==> src/hw/rover_pkg.sv <==
`default_nettype none

package rover_pkg;

    typedef enum logic [1:0] {
        SPEED_OFF  = 2'd0,
        SPEED_LOW  = 2'd1,
        SPEED_MID  = 2'd2,
        SPEED_FULL = 2'd3
    } speed_t;

    typedef enum logic [1:0] {
        NAV_SEEK   = 2'd0, // Following, crossroads not yet seen
        NAV_TURN   = 2'd1, // Timed spin at the crossroads
        NAV_FOLLOW = 2'd2
    } nav_state_t;

    // Active low, 0 means the sensor is over the line
    typedef struct packed {
        logic left;
        logic center;
        logic right;
    } line_sensors_t;

    typedef struct packed {
        logic a_fwd;
        logic a_rev;
        logic b_fwd;
        logic b_rev;
    } motor_dir_t;

    localparam int PWM_W = 8;
    typedef logic [PWM_W-1:0] pwm_cnt_t;

    typedef logic [6:0] seg_t; // g down to a, active low
    typedef logic [3:0] digit_t;

    localparam pwm_cnt_t DUTY_LOW  = 8'd140; // About 55%
    localparam pwm_cnt_t DUTY_MID  = 8'd179; // About 70%
    localparam pwm_cnt_t DUTY_FULL = 8'd255;

    localparam motor_dir_t DIR_FWD   = 4'b1010;
    localparam motor_dir_t DIR_LEFT  = 4'b0110; // A reverse, B forward
    localparam motor_dir_t DIR_RIGHT = 4'b1001; // A forward, B reverse

    localparam int OC_HOLD_CYCLES = 64;
    localparam int OC_CNT_W       = 7;
    localparam int TURN_CYCLES    = 200;
    localparam int TURN_CNT_W     = 8;

    localparam int ECHO_PERIOD_W = 10;
    localparam int TRIG_CYCLES   = 16;
    localparam int NEAR_CYCLES   = 100;
    localparam int FILTER_LEN    = 8;
    typedef logic [ECHO_PERIOD_W-1:0] echo_width_t;

    localparam int ADC_W         = 12;
    localparam int SCAN_W        = 6;
    localparam int TEMP_OFFSET   = 1305;
    localparam int TEMP_TENS_DIV = 310;
    localparam int TEMP_ONES_DIV = 31;

    localparam seg_t SEG_0     = 7'b1000000;
    localparam seg_t SEG_1     = 7'b1111001;
    localparam seg_t SEG_2     = 7'b0100100;
    localparam seg_t SEG_3     = 7'b0110000;
    localparam seg_t SEG_4     = 7'b0011001;
    localparam seg_t SEG_5     = 7'b0010010;
    localparam seg_t SEG_6     = 7'b0000010;
    localparam seg_t SEG_7     = 7'b1111000;
    localparam seg_t SEG_8     = 7'b0000000;
    localparam seg_t SEG_9     = 7'b0010000;
    localparam seg_t SEG_DASH  = 7'b0111111;
    localparam seg_t SEG_C     = 7'b0100111;
    localparam seg_t SEG_BLANK = 7'b1111111;

    // Anode selects, active low, D3 is the leftmost digit
    localparam logic [3:0] AN_D3 = 4'b0111;
    localparam logic [3:0] AN_D2 = 4'b1011;
    localparam logic [3:0] AN_D1 = 4'b1101;
    localparam logic [3:0] AN_D0 = 4'b1110;

endpackage

`default_nettype wire

==> src/hw/drive_control.sv <==
`timescale 1ns/1ps
`default_nettype none

module drive_control (
    input  wire logic                     clk,
    input  wire logic                     rst,
    input  wire rover_pkg::line_sensors_t line,
    input  wire logic                     oc_a,
    input  wire logic                     oc_b,
    input  wire logic                     clear_btn,
    input  wire logic                     obstacle,
    output rover_pkg::motor_dir_t         motor_dir,
    output logic                          motor_enable,
    output logic                          fault
);

    import rover_pkg::*;

    localparam logic [TURN_CNT_W-1:0] TURN_LAST = TURN_CNT_W'(TURN_CYCLES - 1);
    localparam logic [OC_CNT_W-1:0]   OC_LIMIT  = OC_CNT_W'(OC_HOLD_CYCLES);

    nav_state_t              state;
    logic [TURN_CNT_W-1:0]   turn_cnt;
    logic [OC_CNT_W-1:0]     oc_cnt;   // Saturates at OC_LIMIT
    motor_dir_t              follow_dir;
    logic                    crossroads;

    assign crossroads = !line.left && !line.center && !line.right;

    // Line following rules, shared by seek and follow
    always_comb begin
        if (!line.left && line.center && line.right) begin
            follow_dir = DIR_LEFT;
        end else if (line.left && line.center && !line.right) begin
            follow_dir = DIR_RIGHT;
        end else begin
            follow_dir = DIR_FWD;
        end
    end

    always_ff @(posedge clk) begin
        if (rst) begin
            state     <= NAV_SEEK;
            turn_cnt  <= '0;
            motor_dir <= '0;
        end else begin
            case (state)
                NAV_SEEK: begin
                    if (crossroads) begin
                        state     <= NAV_TURN;
                        turn_cnt  <= '0;
                        motor_dir <= DIR_LEFT; // Spin starts right away
                    end else begin
                        motor_dir <= follow_dir;
                    end
                end
                NAV_TURN: begin
                    turn_cnt <= turn_cnt + 1'b1;
                    if (turn_cnt == TURN_LAST) begin
                        state     <= NAV_FOLLOW;
                        motor_dir <= follow_dir;
                    end else begin
                        motor_dir <= DIR_LEFT;
                    end
                end
                NAV_FOLLOW: motor_dir <= follow_dir; // Crossroads now just goes straight
                default: begin
                    state     <= NAV_SEEK;
                    motor_dir <= '0;
                end
            endcase
        end
    end

    // Overcurrent cycles accumulate until the button clears them
    always_ff @(posedge clk) begin
        if (rst || clear_btn) begin
            oc_cnt <= '0;
            fault  <= 1'b0;
        end else begin
            if ((oc_a || oc_b) && oc_cnt != OC_LIMIT) begin
                oc_cnt <= oc_cnt + 1'b1;
            end
            if (oc_cnt == OC_LIMIT) begin
                fault <= 1'b1;
            end
        end
    end

    assign motor_enable = !fault && !obstacle;

endmodule

`default_nettype wire

==> src/hw/echo_ranger.sv <==
`timescale 1ns/1ps
`default_nettype none

module echo_ranger (
    input  wire logic clk,
    input  wire logic rst,
    input  wire logic echo,
    output logic      trigger,
    output logic      obstacle
);

    import rover_pkg::*;

    logic [ECHO_PERIOD_W-1:0] period_cnt;
    echo_width_t              pulse_cnt;  // Running echo width
    echo_width_t              echo_width; // Last complete echo
    logic                     echo_d;
    logic [FILTER_LEN-1:0]    near_hist;
    logic                     near;

    assign near = echo_width < echo_width_t'(NEAR_CYCLES);

    always_ff @(posedge clk) begin
        if (rst) begin
            period_cnt <= '0;
            trigger    <= 1'b0;
        end else begin
            period_cnt <= period_cnt + 1'b1;
            trigger    <= period_cnt < ECHO_PERIOD_W'(TRIG_CYCLES);
        end
    end

    always_ff @(posedge clk) begin
        if (rst) begin
            echo_d     <= 1'b0;
            pulse_cnt  <= '0;
            echo_width <= '1; // Reads as far
        end else begin
            echo_d <= echo;
            if (echo_d && !echo) begin
                echo_width <= pulse_cnt;
                pulse_cnt  <= '0;
            end else if (echo && pulse_cnt != '1) begin
                pulse_cnt <= pulse_cnt + 1'b1; // Long echoes saturate
            end
        end
    end

    // One near reading anywhere in the history holds obstacle high
    always_ff @(posedge clk) begin
        if (rst) begin
            near_hist <= '0;
            obstacle  <= 1'b0;
        end else begin
            near_hist <= {near_hist[FILTER_LEN-2:0], near};
            obstacle  <= |near_hist;
        end
    end

endmodule

`default_nettype wire

==> src/hw/motor_pwm.sv <==
`timescale 1ns/1ps
`default_nettype none

module motor_pwm (
    input  wire logic              clk,
    input  wire logic              rst,
    input  wire rover_pkg::speed_t speed_a,
    input  wire rover_pkg::speed_t speed_b,
    input  wire logic              motor_enable,
    output logic                   pwm_a,
    output logic                   pwm_b
);

    import rover_pkg::*;

    pwm_cnt_t pwm_cnt; // Shared by both motors
    pwm_cnt_t duty_a;
    pwm_cnt_t duty_b;

    function automatic pwm_cnt_t speed_to_duty(input speed_t speed);
        case (speed)
            SPEED_LOW:  return DUTY_LOW;
            SPEED_MID:  return DUTY_MID;
            SPEED_FULL: return DUTY_FULL;
            default:    return '0;
        endcase
    endfunction

    assign duty_a = speed_to_duty(speed_a);
    assign duty_b = speed_to_duty(speed_b);

    always_ff @(posedge clk) begin
        if (rst) begin
            pwm_cnt <= '0;
            pwm_a   <= 1'b0;
            pwm_b   <= 1'b0;
        end else begin
            pwm_cnt <= pwm_cnt + 1'b1; // Wraps every 256 cycles
            pwm_a   <= motor_enable && (pwm_cnt < duty_a);
            pwm_b   <= motor_enable && (pwm_cnt < duty_b);
        end
    end

endmodule

`default_nettype wire

==> src/hw/rover_top.sv <==
`timescale 1ns/1ps
`default_nettype none

module rover_top (
    input  wire logic                        clk,
    input  wire logic                        rst,
    input  wire rover_pkg::speed_t           speed_a,
    input  wire rover_pkg::speed_t           speed_b,
    input  wire logic                        oc_a,
    input  wire logic                        oc_b,
    input  wire logic                        clear_btn,
    input  wire rover_pkg::line_sensors_t    line,
    input  wire logic                        echo,
    input  wire logic [rover_pkg::ADC_W-1:0] adc_sample,
    input  wire logic                        adc_valid,
    output logic                             pwm_a,
    output logic                             pwm_b,
    output rover_pkg::motor_dir_t            motor_dir,
    output logic                             trigger,
    output logic                             obstacle,
    output logic                             fault,
    output rover_pkg::seg_t                  seg,
    output logic [3:0]                       an
);

    logic motor_enable; // Low on fault or obstacle

    drive_control drive_control_i (
        .clk          (clk),
        .rst          (rst),
        .line         (line),
        .oc_a         (oc_a),
        .oc_b         (oc_b),
        .clear_btn    (clear_btn),
        .obstacle     (obstacle),
        .motor_dir    (motor_dir),
        .motor_enable (motor_enable),
        .fault        (fault)
    );

    motor_pwm motor_pwm_i (
        .clk          (clk),
        .rst          (rst),
        .speed_a      (speed_a),
        .speed_b      (speed_b),
        .motor_enable (motor_enable),
        .pwm_a        (pwm_a),
        .pwm_b        (pwm_b)
    );

    echo_ranger echo_ranger_i (
        .clk      (clk),
        .rst      (rst),
        .echo     (echo),
        .trigger  (trigger),
        .obstacle (obstacle)
    );

    temp_display temp_display_i (
        .clk        (clk),
        .rst        (rst),
        .adc_sample (adc_sample),
        .adc_valid  (adc_valid),
        .fault      (fault),
        .seg        (seg),
        .an         (an)
    );

endmodule

`default_nettype wire

==> src/hw/temp_display.sv <==
`timescale 1ns/1ps
`default_nettype none

module temp_display (
    input  wire logic                        clk,
    input  wire logic                        rst,
    input  wire logic [rover_pkg::ADC_W-1:0] adc_sample,
    input  wire logic                        adc_valid,
    input  wire logic                        fault,
    output rover_pkg::seg_t                  seg,
    output logic [3:0]                       an
);

    import rover_pkg::*;

    logic [ADC_W-1:0]  above;    // Sample minus offset
    logic [ADC_W-1:0]  tens_q;
    logic [ADC_W-1:0]  ones_q;
    digit_t            tens;
    digit_t            ones;
    logic [SCAN_W-1:0] scan_cnt;
    seg_t              digit_seg;

    function automatic seg_t digit_to_seg(input digit_t d);
        case (d)
            4'd0:    return SEG_0;
            4'd1:    return SEG_1;
            4'd2:    return SEG_2;
            4'd3:    return SEG_3;
            4'd4:    return SEG_4;
            4'd5:    return SEG_5;
            4'd6:    return SEG_6;
            4'd7:    return SEG_7;
            4'd8:    return SEG_8;
            4'd9:    return SEG_9;
            default: return SEG_DASH;
        endcase
    endfunction

    assign above  = adc_sample - ADC_W'(TEMP_OFFSET);
    assign tens_q = above / ADC_W'(TEMP_TENS_DIV);
    assign ones_q = (above / ADC_W'(TEMP_ONES_DIV)) % ADC_W'(10);

    always_ff @(posedge clk) begin
        if (rst) begin
            tens <= '0;
            ones <= '0;
        end else if (adc_valid) begin
            if (adc_sample < ADC_W'(TEMP_OFFSET)) begin
                tens <= '0; // Below the scale floor
                ones <= '0;
            end else begin
                tens <= tens_q[3:0];
                ones <= ones_q[3:0];
            end
        end
    end

    always_ff @(posedge clk) begin
        if (rst) begin
            scan_cnt <= '0;
        end else begin
            scan_cnt <= scan_cnt + 1'b1;
        end
    end

    // Top two scan bits pick the digit, leftmost first from 2'b11
    always_comb begin
        case (scan_cnt[SCAN_W-1 -: 2])
            2'b11: begin
                an        = AN_D3;
                digit_seg = digit_to_seg(tens);
            end
            2'b10: begin
                an        = AN_D2;
                digit_seg = digit_to_seg(ones);
            end
            2'b01: begin
                an        = AN_D1;
                digit_seg = SEG_C;
            end
            default: begin
                an        = AN_D0;
                digit_seg = SEG_BLANK;
            end
        endcase
    end

    assign seg = fault ? SEG_DASH : digit_seg;

endmodule

`default_nettype wire

==> config.mk <==
export PLATFORM = sky130hd
export DESIGN_NAME = rover_top
export DESIGN_NICKNAME = d
export VERILOG_FILES = /design/src/hw/rover_pkg.sv /design/src/hw/drive_control.sv /design/src/hw/echo_ranger.sv /design/src/hw/motor_pwm.sv /design/src/hw/rover_top.sv /design/src/hw/temp_display.sv
export SDC_FILE = /design/constraint.sdc
export NUM_CORES = 1
export LEC_CHECK = 0
export CAP_MARGIN = 15
export CORE_MARGIN = 4
export CORE_UTILIZATION = 40
export DETAILED_ROUTE_END_ITERATION = 8
export DONT_BUFFER_PORTS = 1
export PLACE_DENSITY = 0.65
export SLEW_MARGIN = 40
export SYNTH_ARGS = -nofsm -noshare
export SYNTH_HDL_FRONTEND = slang
export SYNTH_SLANG_ARGS = --single-unit
==> constraint.sdc <==
create_clock -name clk -period 9.7 [get_ports clk]
set_clock_uncertainty 0.05 [all_clocks]
set_input_delay 2.91 -clock clk [delete_from_list [all_inputs] [get_ports clk]]
set_output_delay 2.91 -clock clk [all_outputs]
set_load 0.005 [all_outputs]
==> results.toml, run 1 <==
[status]
outcome = "finished, final reports clean"

[place]
dp_hpwl_microns = 13990
io_buffers = 0
gp_routability_congestion = 0.9262
placedInstanceArea_sq_um = 8094

[timing]
hold_violations = 0
holdWs_ps = 388.5
slew_viol_final = 0
fmax_mhz = 107.4
worst_slew_pin_slew_ps = 813.8
finalCritPeriodShare_pct = 95.97
max_slew_margin_pct = 45.56
finalSetupViolations = 0
tns_ps = 0
post-route-min-period_ps = 9309

[floorplanning]
die_w_microns = 146.5
die_area_sq_um = 21450
fp.coreArea_sq_um = 18770
pin_count = 46
initial_utilization_pct = 40.86
fp.dieH_microns = 146.5
rows = 50

[detailed_routing]
drc = 0
wl_per_cell_microns = 15.36
viasPerCell = 5.855
vias = 7067
ant_nets = 0
drt_iter0_drc = 536
drtPass1Iterations = 9
drt-total-wl_microns = 18550

[worst_hold_path]
holdPathStages = 1
hp-start = "echo_ranger_i.echo_width[5]$_SDFFE_PP1P_"
min_to = "echo_ranger_i.near_hist[0]$_SDFF_PP0_"
hold_class = "reg2reg"

[clock_tree]
cts.clk_slew.worst_paths_ps = 70
htree_levels = 3
clock_latency_ps = 340
clkSinkCount = 99
cts_hold_buffers = 0
root_buffer = "clkbuf_16"
numCtsBuffers = 9
cts_tree = "yes"
cts_setup_buffers = 0
clk_path_buf_depth = 2

[power]
leakagePower_nw = 3.206
p_sw_uw = 594.2
power_frac_comb_pct = 46.7
power.density_cell_area_nw_per_um2 = 181.0
p_total_mw = 1.542
p_sw_share_pct = 38.53
p_clk_share_pct = 23.8
irDropWorstVdd_mv = 0.1058
intPower_uw = 947.9
p_seq_share_pct = 29.5

[yosys]
yosysMostFrequentCell = "dfxtp_1"
ys_top_cells_by_count = "99 x dfxtp_1, 97 x nor2_1, 84 x nand2_1, 54 x a21oi_1, 54 x o21ai_0"
synth_area_leaders = "dfxtp_1 26%, ha_1 6.2%, nor2_1 4.7%"
syn_area_sq_um = 7669
synth-edff-count = 0
synth_cells = 952
syn-num-nets = 1016
synth_ff_type = "dfxtp_1"
synth_cell_types = 108
ys_seq_area_share_pct = 25.84
yosys_register_bits = 99
yosysTopAreaCell = "dfxtp_1"
ys.warnings.count = 0
async_flop_share_pct = 0
synth_top_area_share_pct = 25.84
synth_area_per_cell_sq_um = 8.055

[worst_setup_path]
cp_data_arrival_time_ps = 9490
startpoint_type = "input port"
end_kind = "flip-flop"
cp_max_fo = 9
reg2reg_from = "temp_display_i.ones[3]$_SDFFE_PP0P_"
r2r_cells = 6
critPathKind = "in2reg"
reg2reg_slack_ps = 7740
crit_required_ps = 9880

[finish]
n_antenna_cell = 0
final_area_sq_um = 8522
nets = 1032
drive_gt1_share_pct = 14.18
fill_cells = 1864
area_growth_pct = 11.13

[global_routing]
antenna_found_initial = 0
grt_overflow = 0
grt_pass1_wl_microns = 31190
grt_use_total_pct = 16.83
grt_start_max_net_pins = 84
grt_pass1_vias = 6524

[flow_run]
max-cap-violations = 0
==> layout make-up <==
| cell class | count | area [sq um] | area share [%] |
|---|---|---|---|
| timing repair buffer | 44 | 330.3 | 3.876 |
| clock buffer | 10 | 239.0 | 2.804 |
| sequential | 99 | 1982 | 23.26 |
| inverter | 32 | 120.1 | 1.409 |
| tap | 234 | 292.8 | 3.436 |
| clock inverter | 6 | 72.57 | 0.8516 |
| multi-input combinational | 782 | 5485 | 64.37 |
==> worst max-delay path, stage by stage <==
cell,delay [ps]
o311a_1,470
and4_1,270
a211oi_1,440
nor4_4,140
or4_4,580
a21oi_4,210
a21o_1,270
a21oi_4,140
a32o_1,280
o211ai_1,250
nand2_1,140
nand2_1,110
o21ai_0,110
a211oi_2,300
buf_4,170
ha_1,180
o31ai_1,90
a221o_1,290
a31oi_1,270
nor2_1,110
a211oi_1,270
nor3_1,70
a221oi_1,310
nor2_1,130
ha_1,300
or4b_4,510
o211a_1,130
==> what timing repair did <==
action	4_1_cts	5_1_grt
resized for setup	0	18
setup endpoints to repair	0	8
hold endpoints to repair	0	0
==> stage by stage <==
stage / setup WS [ps] / util [%] / instances
floorplan: 43.48 / - / 952
global placement: -49.95 / 43.09 / 1191
detailed placement: -85.05 / 43.13 / 1191
CTS: 254.7 / 44.79 / 1207
global route: -14.84 / 45.41 / 1207
finish: 390.7 / 45.41 / 1207
==> layer usage <==
| layer | up-vias | part of all wire [%] | GRT usage (%) |
|---|---|---|---|
| met2 | 178 | 45 | 27.34 |
| li1 | 3565 | - | - |
| met3 | 34 | 4.4 | 2.886 |
| met4 | 0 | 2.2 | 4.468 |
| met1 | 3290 | 48 | 23.14 |
| met5 | - | 0 | 0 |
==> logic make-up after synthesis <==
logic type / share of synthesized area [%]
and+or+nand+nor: 26.30
AOI/OAI and AO/OA: 28.54
DFF: 25.84
buffers and inverters: 4.242
xor gates and xnor gates: 6.396
adders and majority gates: 6.331
muxes: 2.349
==> cells in the final DEF, fill, tap and decap left out, drive strengths merged, types with 11 or more instances in the layout <==
cell type	Yosys	final
nand3	40	40
xor2	27	27
a21o	12	12
nand3b	13	13
and3	11	11
nor3	26	26
a211oi	15	15
o211ai	14	14
mux2i	12	12
nand2b	14	14
xnor2	26	26
nor4	11	11
o21ai	63	63
dfxtp	99	99
a31oi	16	16
nor2	97	97
or3	16	16
ha	38	38
nor2b	22	22
a21oi	59	59
nand2	87	87
buf	16	44
inv	31	33
==> power by group through the flow <==
stage | Sequential, mW | Clock (mW) | Combinational, mW
finish | 0.456 | 0.366 | 0.720
global route | 0.460 | 0.392 | 0.799
CTS | 0.456 | 0.376 | 0.699
floorplan | 0.460 | 0 | 0.542
detailed placement | 0.465 | 0 | 0.694
global placement | 0.464 | 0 | 0.692
==> how the worst max path moves through the flow <==
| stage | startpoint | end | slack, ps | cells after the start |
|---|---|---|---|---|
| floorplan | adc_sample[0] | flip-flop | 40 | 28 |
| global placement | adc_sample[0] | flip-flop | -50 | 29 |
| detailed placement | adc_sample[0] | flip-flop | -90 | 27 |
| CTS | adc_sample[0] | flip-flop | 250 | 27 |
| global route | adc_sample[0] | flip-flop | -10 | 27 |
| finish | adc_sample[1] | flip-flop | 390 | 27 |
Power figures use the tool's default switching activity.
==> run 2, diff against run 1 <==
--- a/config.mk
+++ b/config.mk
@@ -6,6 +6,7 @@
 export NUM_CORES = 1
 export LEC_CHECK = 0
 export CAP_MARGIN = 15
+export CORE_ASPECT_RATIO = 0.8
 export CORE_MARGIN = 4
 export CORE_UTILIZATION = 40
 export DETAILED_ROUTE_END_ITERATION = 8
==> run 2 against run 1 <==
Core utilization down 0.25 points. Combinational power about the same. Hold slack better by 1.2 ps. Sequential cell count unchanged. Register-to-register slack about the same. Via count up 0.48%. Maximum frequency up 0.89%. Die area about the same. Clock-buffer cell count unchanged. Global-route usage down 0.11 points. Design area up 0.25%. Final cell count up 2.2%.
==> results.toml, run 2 (synthesis results as in run 1) <==
[detailed_routing]
vias = 7101
viasPerCell = 5.759
wl_per_cell_microns = 14.93
drc = 0
drtPass1Iterations = 5
ant_nets = 0
drt_iter0_drc = 592
drt-total-wl_microns = 18410

[timing]
tns_ps = 0
finalSetupViolations = 0
hold_violations = 0
worst_slew_pin_slew_ps = 613.4
finalCritPeriodShare_pct = 95.12
fmax_mhz = 108.4
max_slew_margin_pct = 59.05
slew_viol_final = 0
rsz0062_at_grt = "false"
holdWs_ps = 389.7
post-route-min-period_ps = 9227

[global_routing]
grt_use_total_pct = 16.72
grt_start_max_net_pins = 84
grt_pass1_wl_microns = 30740
grt_pass1_vias = 6345
antenna_found_initial = 0
grt_overflow = 0

[floorplanning]
die_w_microns = 162.8
fp.coreArea_sq_um = 18920
initial_utilization_pct = 40.54
rows = 45
fp.dieH_microns = 131.8
pin_count = 46
die_area_sq_um = 21470

[clock_tree]
numCtsBuffers = 9
clock_latency_ps = 340
root_buffer = "clkbuf_16"
cts_hold_buffers = 0
clkSinkCount = 99
htree_levels = 3
cts_tree = "yes"
cts.clk_slew.worst_paths_ps = 70
clk_path_buf_depth = 2

[worst_setup_path]
end_kind = "flip-flop"
critPathKind = "in2reg"
critical_path.startpoint = "adc_sample[1]"
cp_data_arrival_time_ps = 9410
crit_required_ps = 9890
cp_num_buf_inv = 2
cp_top_family = "compound AO/OA/AOI/OAI gates"
cp_max_fo = 10
startpoint_type = "input port"
critPathSlowestCell = "or4b_4"
reg2reg_from = "temp_display_i.ones[3]$_SDFFE_PP0P_"
slowest_delay_ps = 520

[flow_run]
max-cap-violations = 0

[power]
leakagePower_nw = 3.195
power.density_cell_area_nw_per_um2 = 176.4
p_total_mw = 1.507
irDropWorstVdd_mv = 0.09201

[status]
outcome = "finished, final reports clean"

[finish]
layout_commonest_cell = "dfxtp_1"
fill_cells = 1909
mostFrequentLayoutCells = "99 x dfxtp_1, 97 x nor2_1, 84 x nand2_1, 54 x a21oi_1, 53 x o21ai_0"
nets = 1034
n_antenna_cell = 0
drive_gt1_share_pct = 14.46
area_growth_pct = 11.40
fin_util_pct = 45.16
final_area_sq_um = 8543

[place]
gp_routability_congestion = 0.9408
dp_hpwl_microns = 13930
placedInstanceArea_sq_um = 8132
io_buffers = 0

[worst_hold_path]
hp-start = "echo_ranger_i.period_cnt[0]$_SDFF_PP0_"
hold_class = "reg2reg"
[run 2: cell count changes in the layout (fill, tap and decap cells not counted), sizes merged]
cell      previous run  this run
clkinv               1         3
a21oi               59        60
buf                 44        45
bufinv               1         0
clkinvlp             3         2
[run 2: what timing repair did]
item,in CTS,in global routing
resized for setup,0,20
setup endpoints to repair,0,8
setup buffers,0,1
[run 2: final timing paths]
| kind | endpoint | slack (ps) | cells after the start |
|---|---|---|---|
| min | echo_ranger_i.period_cnt[0]$_SDFF_PP0_ | 390 | 1 |
| min reg2reg | echo_ranger_i.period_cnt[0]$_SDFF_PP0_ | 390 | 1 |
| max reg2reg | flip-flop | 7730 | 6 |
| max | flip-flop | 470 | 26 |
[run 2: area by class of cell]
type / instances / area [sq um] / area share [%]
Clock buffer: 10 / 229.0 / 2.680
Multi-Input combinational cell: 783 / 5503 / 64.41
Sequential cell: 99 / 1982 / 23.20
Tap cell: 258 / 322.8 / 3.779
Inverter: 32 / 120.1 / 1.406
Clock inverter: 6 / 48.80 / 0.5712
Timing Repair Buffer: 45 / 337.8 / 3.954
[run 2: where the power goes]
| part | internal [mW] | leakage, nW | switching (mW) |
|---|---|---|---|
| Sequential | 0.441 | 0.808 | 0.0145 |
| Clock | 0.177 | 0.131 | 0.154 |
| Combinational | 0.299 | 2.26 | 0.421 |
[run 2: metrics by stage]
step / cells / setup slack (ps)
after floorplan: 952 / 43.48
after global placement: 1215 / 43.54
after detailed placement: 1215 / -64.35
after CTS: 1231 / 287.7
after global routing: 1233 / 31.94
final: 1233 / 473.2
[run 2: per-layer routing]
layer  vias up  global-route usage, %  routed length, microns
met1      3276                  24.12                    9146
met2       219                  24.84                    7766
met5         -                      0                       0
met4         0                  3.307                     249
met3        22                  4.939                    1249
li1       3584                      -                       -
==> run 3, diff against run 2 <==
--- a/config.mk
+++ b/config.mk
@@ -5,6 +5,7 @@
 export SDC_FILE = /design/constraint.sdc
 export NUM_CORES = 1
 export LEC_CHECK = 0
+export ABC_AREA = 1
 export CAP_MARGIN = 15
 export CORE_ASPECT_RATIO = 0.8
 export CORE_MARGIN = 4
==> run 3 against run 2 <==
Register-to-register slack got worse by 320 ps. Non-clock buffer count fell by 44. Highest routed layer unchanged. Largest power group unchanged. Core utilization is 0.30 points lower. Wire length decreased by 26%. Critical path depth is 30 higher. Global-route usage fell by 1.6 points. Final cell count shrank 1.9%. Maximum frequency increased by 3.6%. Combinational power fell by 8.6%.
==> results.toml, run 3 <==
[yosys]
synth_ff_type = "dfxtp_1"
yosys.area_share.simple_pct = 35.15
ys_top_cells_by_count = "225 x nand2_1, 148 x inv_1, 99 x dfxtp_1, 95 x nor2_1, 61 x nand3_1"
syn_area_sq_um = 6604
yosysMostFrequentCell = "nand2_1"
async_flop_share_pct = 0
synth_cell_types = 52
synth_area_per_cell_sq_um = 6.698
yosysTopAreaCell = "dfxtp_1"
ys.warnings.count = 0
ys_seq_area_share_pct = 30.01
synth_top_family_by_area = "simple AND/OR/NAND/NOR gates"
synth_area_leaders = "dfxtp_1 30%, nand2_1 13%, inv_1 8.4%"
synthMuxAreaShare_pct = 0.3031
synth_xor_xnor_area_share_pct = 3.050
synth_cells = 986
syn-num-nets = 1050
synth_compound_area_share_pct = 14.10
yosys_register_bits = 99
synth_fa_ha_area_share_pct = 7.200
synth-edff-count = 0
synth_top_area_share_pct = 30.01

[timing]
rsz0062_at_grt = "false"
tns_ps = 0
max_slew_margin_pct = 61.42
finalSetupViolations = 0
finalCritPeriodShare_pct = 91.78
fmax_mhz = 112.3
slew_viol_final = 0
worst_slew_pin_slew_ps = 576.6
hold_violations = 0
post-route-min-period_ps = 8903

[worst_setup_path]
startpoint_type = "input port"
cp_common_cell = "nand2_1"
end_kind = "flip-flop"
cp_max_fo = 7
critPathSlowestCell = "ha_1"
crit_required_ps = 9890
cp_data_arrival_time_ps = 9090
critPathKind = "in2reg"
reg2reg_slack_ps = 7410
slowest_delay_ps = 290

[finish]
fin_util_pct = 44.86
area_growth_pct = 8.374
n_antenna_cell = 0
layout_commonest_cell = "nand2_1"
drive_gt1_share_pct = 11.36
mostFrequentLayoutCells = "224 x nand2_1, 148 x inv_1, 99 x dfxtp_1, 95 x nor2_1, 61 x nand3_1"
nets = 1054
fill_cells = 1621

[power]
power_frac_comb_pct = 44.3
irDropWorstVdd_mv = 0.1017
p_seq_share_pct = 30.9
p_sw_uw = 607.1
power.density_cell_area_nw_per_um2 = 208.0
p_sw_share_pct = 40.78
p_clk_share_pct = 24.8
leakagePower_nw = 3.343
intPower_uw = 881.5

[clock_tree]
cts_hold_buffers = 0
cts.clk_slew.worst_paths_ps = 70
clkSinkCount = 99
htree_levels = 3
clock_latency_ps = 340
cts_tree = "yes"
cts_setup_buffers = 0
cts_repair_resize_count = 0
clk_path_buf_depth = 2
numCtsBuffers = 9
root_buffer = "clkbuf_16"

[global_routing]
grt_start_max_net_pins = 39
antenna_found_initial = 0
grt_pass1_wl_microns = 23720
grt_use_total_pct = 15.16
grt_pass1_vias = 5244
grt_overflow = 0

[floorplanning]
fp.coreArea_sq_um = 15950
fp.dieH_microns = 122.9
pin_count = 46
die_area_sq_um = 18640
die_w_microns = 151.7
initial_utilization_pct = 41.39
rows = 41

[place]
dp_hpwl_microns = 10840
gp_routability_congestion = 0.9268
io_buffers = 0

[flow_run]
max-cap-violations = 0

[detailed_routing]
drt-total-wl_microns = 13640
viasPerCell = 4.857
wl_per_cell_microns = 11.27
vias = 5877
drc = 0
drtPass1Iterations = 5
ant_nets = 0
drt_iter0_drc = 308

[status]
outcome = "finished, final reports clean"

[worst_hold_path]
hold_class = "reg2reg"
[run 3: critical path: cells and delay by family]
kind,cells,cell delay (ps)
AO/OA/AOI/OAI,5,730
adder cells (fa/ha/maj),3,740
buffers and inverters,6,400
AND/OR/NAND/NOR,42,4310
[run 3: stage by stage]
| step | hold slack, ps | worst slack, ps | power, mW | cells | area, sq um |
|---|---|---|---|---|---|
| finish | 370.6 | 797.0 | 1.489 | 1210 | 7157 |
| floorplan | 347.1 | 1184 | 1.015 | 986 | 6604 |
| detailed placement | 364.1 | 409.7 | 1.124 | 1194 | 6839 |
| global route | 376.2 | 47.24 | 1.624 | 1210 | 7157 |
| CTS | 372.2 | 762.7 | 1.499 | 1210 | 7149 |
| global placement | 359.2 | 609.3 | 1.121 | 1194 | 6839 |
[run 3: logic make-up (layout without fill, tap and decap cells)]
| kind of cell | after synthesis | count (layout) |
|---|---|---|
| and+or+nand+nor | 494 | 494 |
| buffers and inverters | 176 | 185 |
| AOI/OAI and AO/OA | 154 | 154 |
| DFF | 99 | 99 |
| adders and majority gates | 38 | 38 |
| xor gates and xnor gates | 23 | 23 |
| muxes | 2 | 2 |
[run 3: cell type report]
type / count / area (sq um) / area share [%]
Multi-Input combinational cell: 711 / 3956 / 55.28
Sequential cell: 99 / 1982 / 27.69
Inverter: 168 / 631.9 / 8.829
Tap cell: 215 / 269.0 / 3.759
Clock buffer: 10 / 239.0 / 3.339
Clock inverter: 6 / 71.32 / 0.9965
Timing Repair Buffer: 1 / 7.507 / 0.1049
[run 3: metal layers]
metal  vias to the layer above  part of all wire [%]  track usage (%)  wire, microns
met4                         0                  0.70            1.852             95
met5                         -                     0                0              0
met2                       100                    41            22.78           5584
met3                         7                   5.4            4.397            731
li1                       3195                     -                -              -
met1                      2575                    53            22.20           7226
[run 3: final timing paths]
| check | from | end | depth (start not counted) |
|---|---|---|---|
| worst max-delay path | adc_sample[0] | flip-flop | 56 |
| worst min-delay path | echo_ranger_i.near_hist[4]$_SDFF_PP0_ | echo_ranger_i.near_hist[5]$_SDFF_PP0_ | 2 |
| worst max register to register | echo_ranger_i.pulse_cnt[0]$_SDFFE_PP0P_ | echo_ranger_i.pulse_cnt[9]$_SDFFE_PP0P_ | 12 |
| worst min register to register | echo_ranger_i.near_hist[4]$_SDFF_PP0_ | echo_ranger_i.near_hist[5]$_SDFF_PP0_ | 2 |
[run 3: power by group through the flow]
stage | sequential (mW) | clock [mW] | combinational [mW]
2_1_floorplan | 0.464 | 0 | 0.551
3_3_place_gp | 0.469 | 0 | 0.652
3_5_place_dp | 0.469 | 0 | 0.655
4_1_cts | 0.460 | 0.382 | 0.658
5_1_grt | 0.464 | 0.399 | 0.761
6_report | 0.460 | 0.369 | 0.659
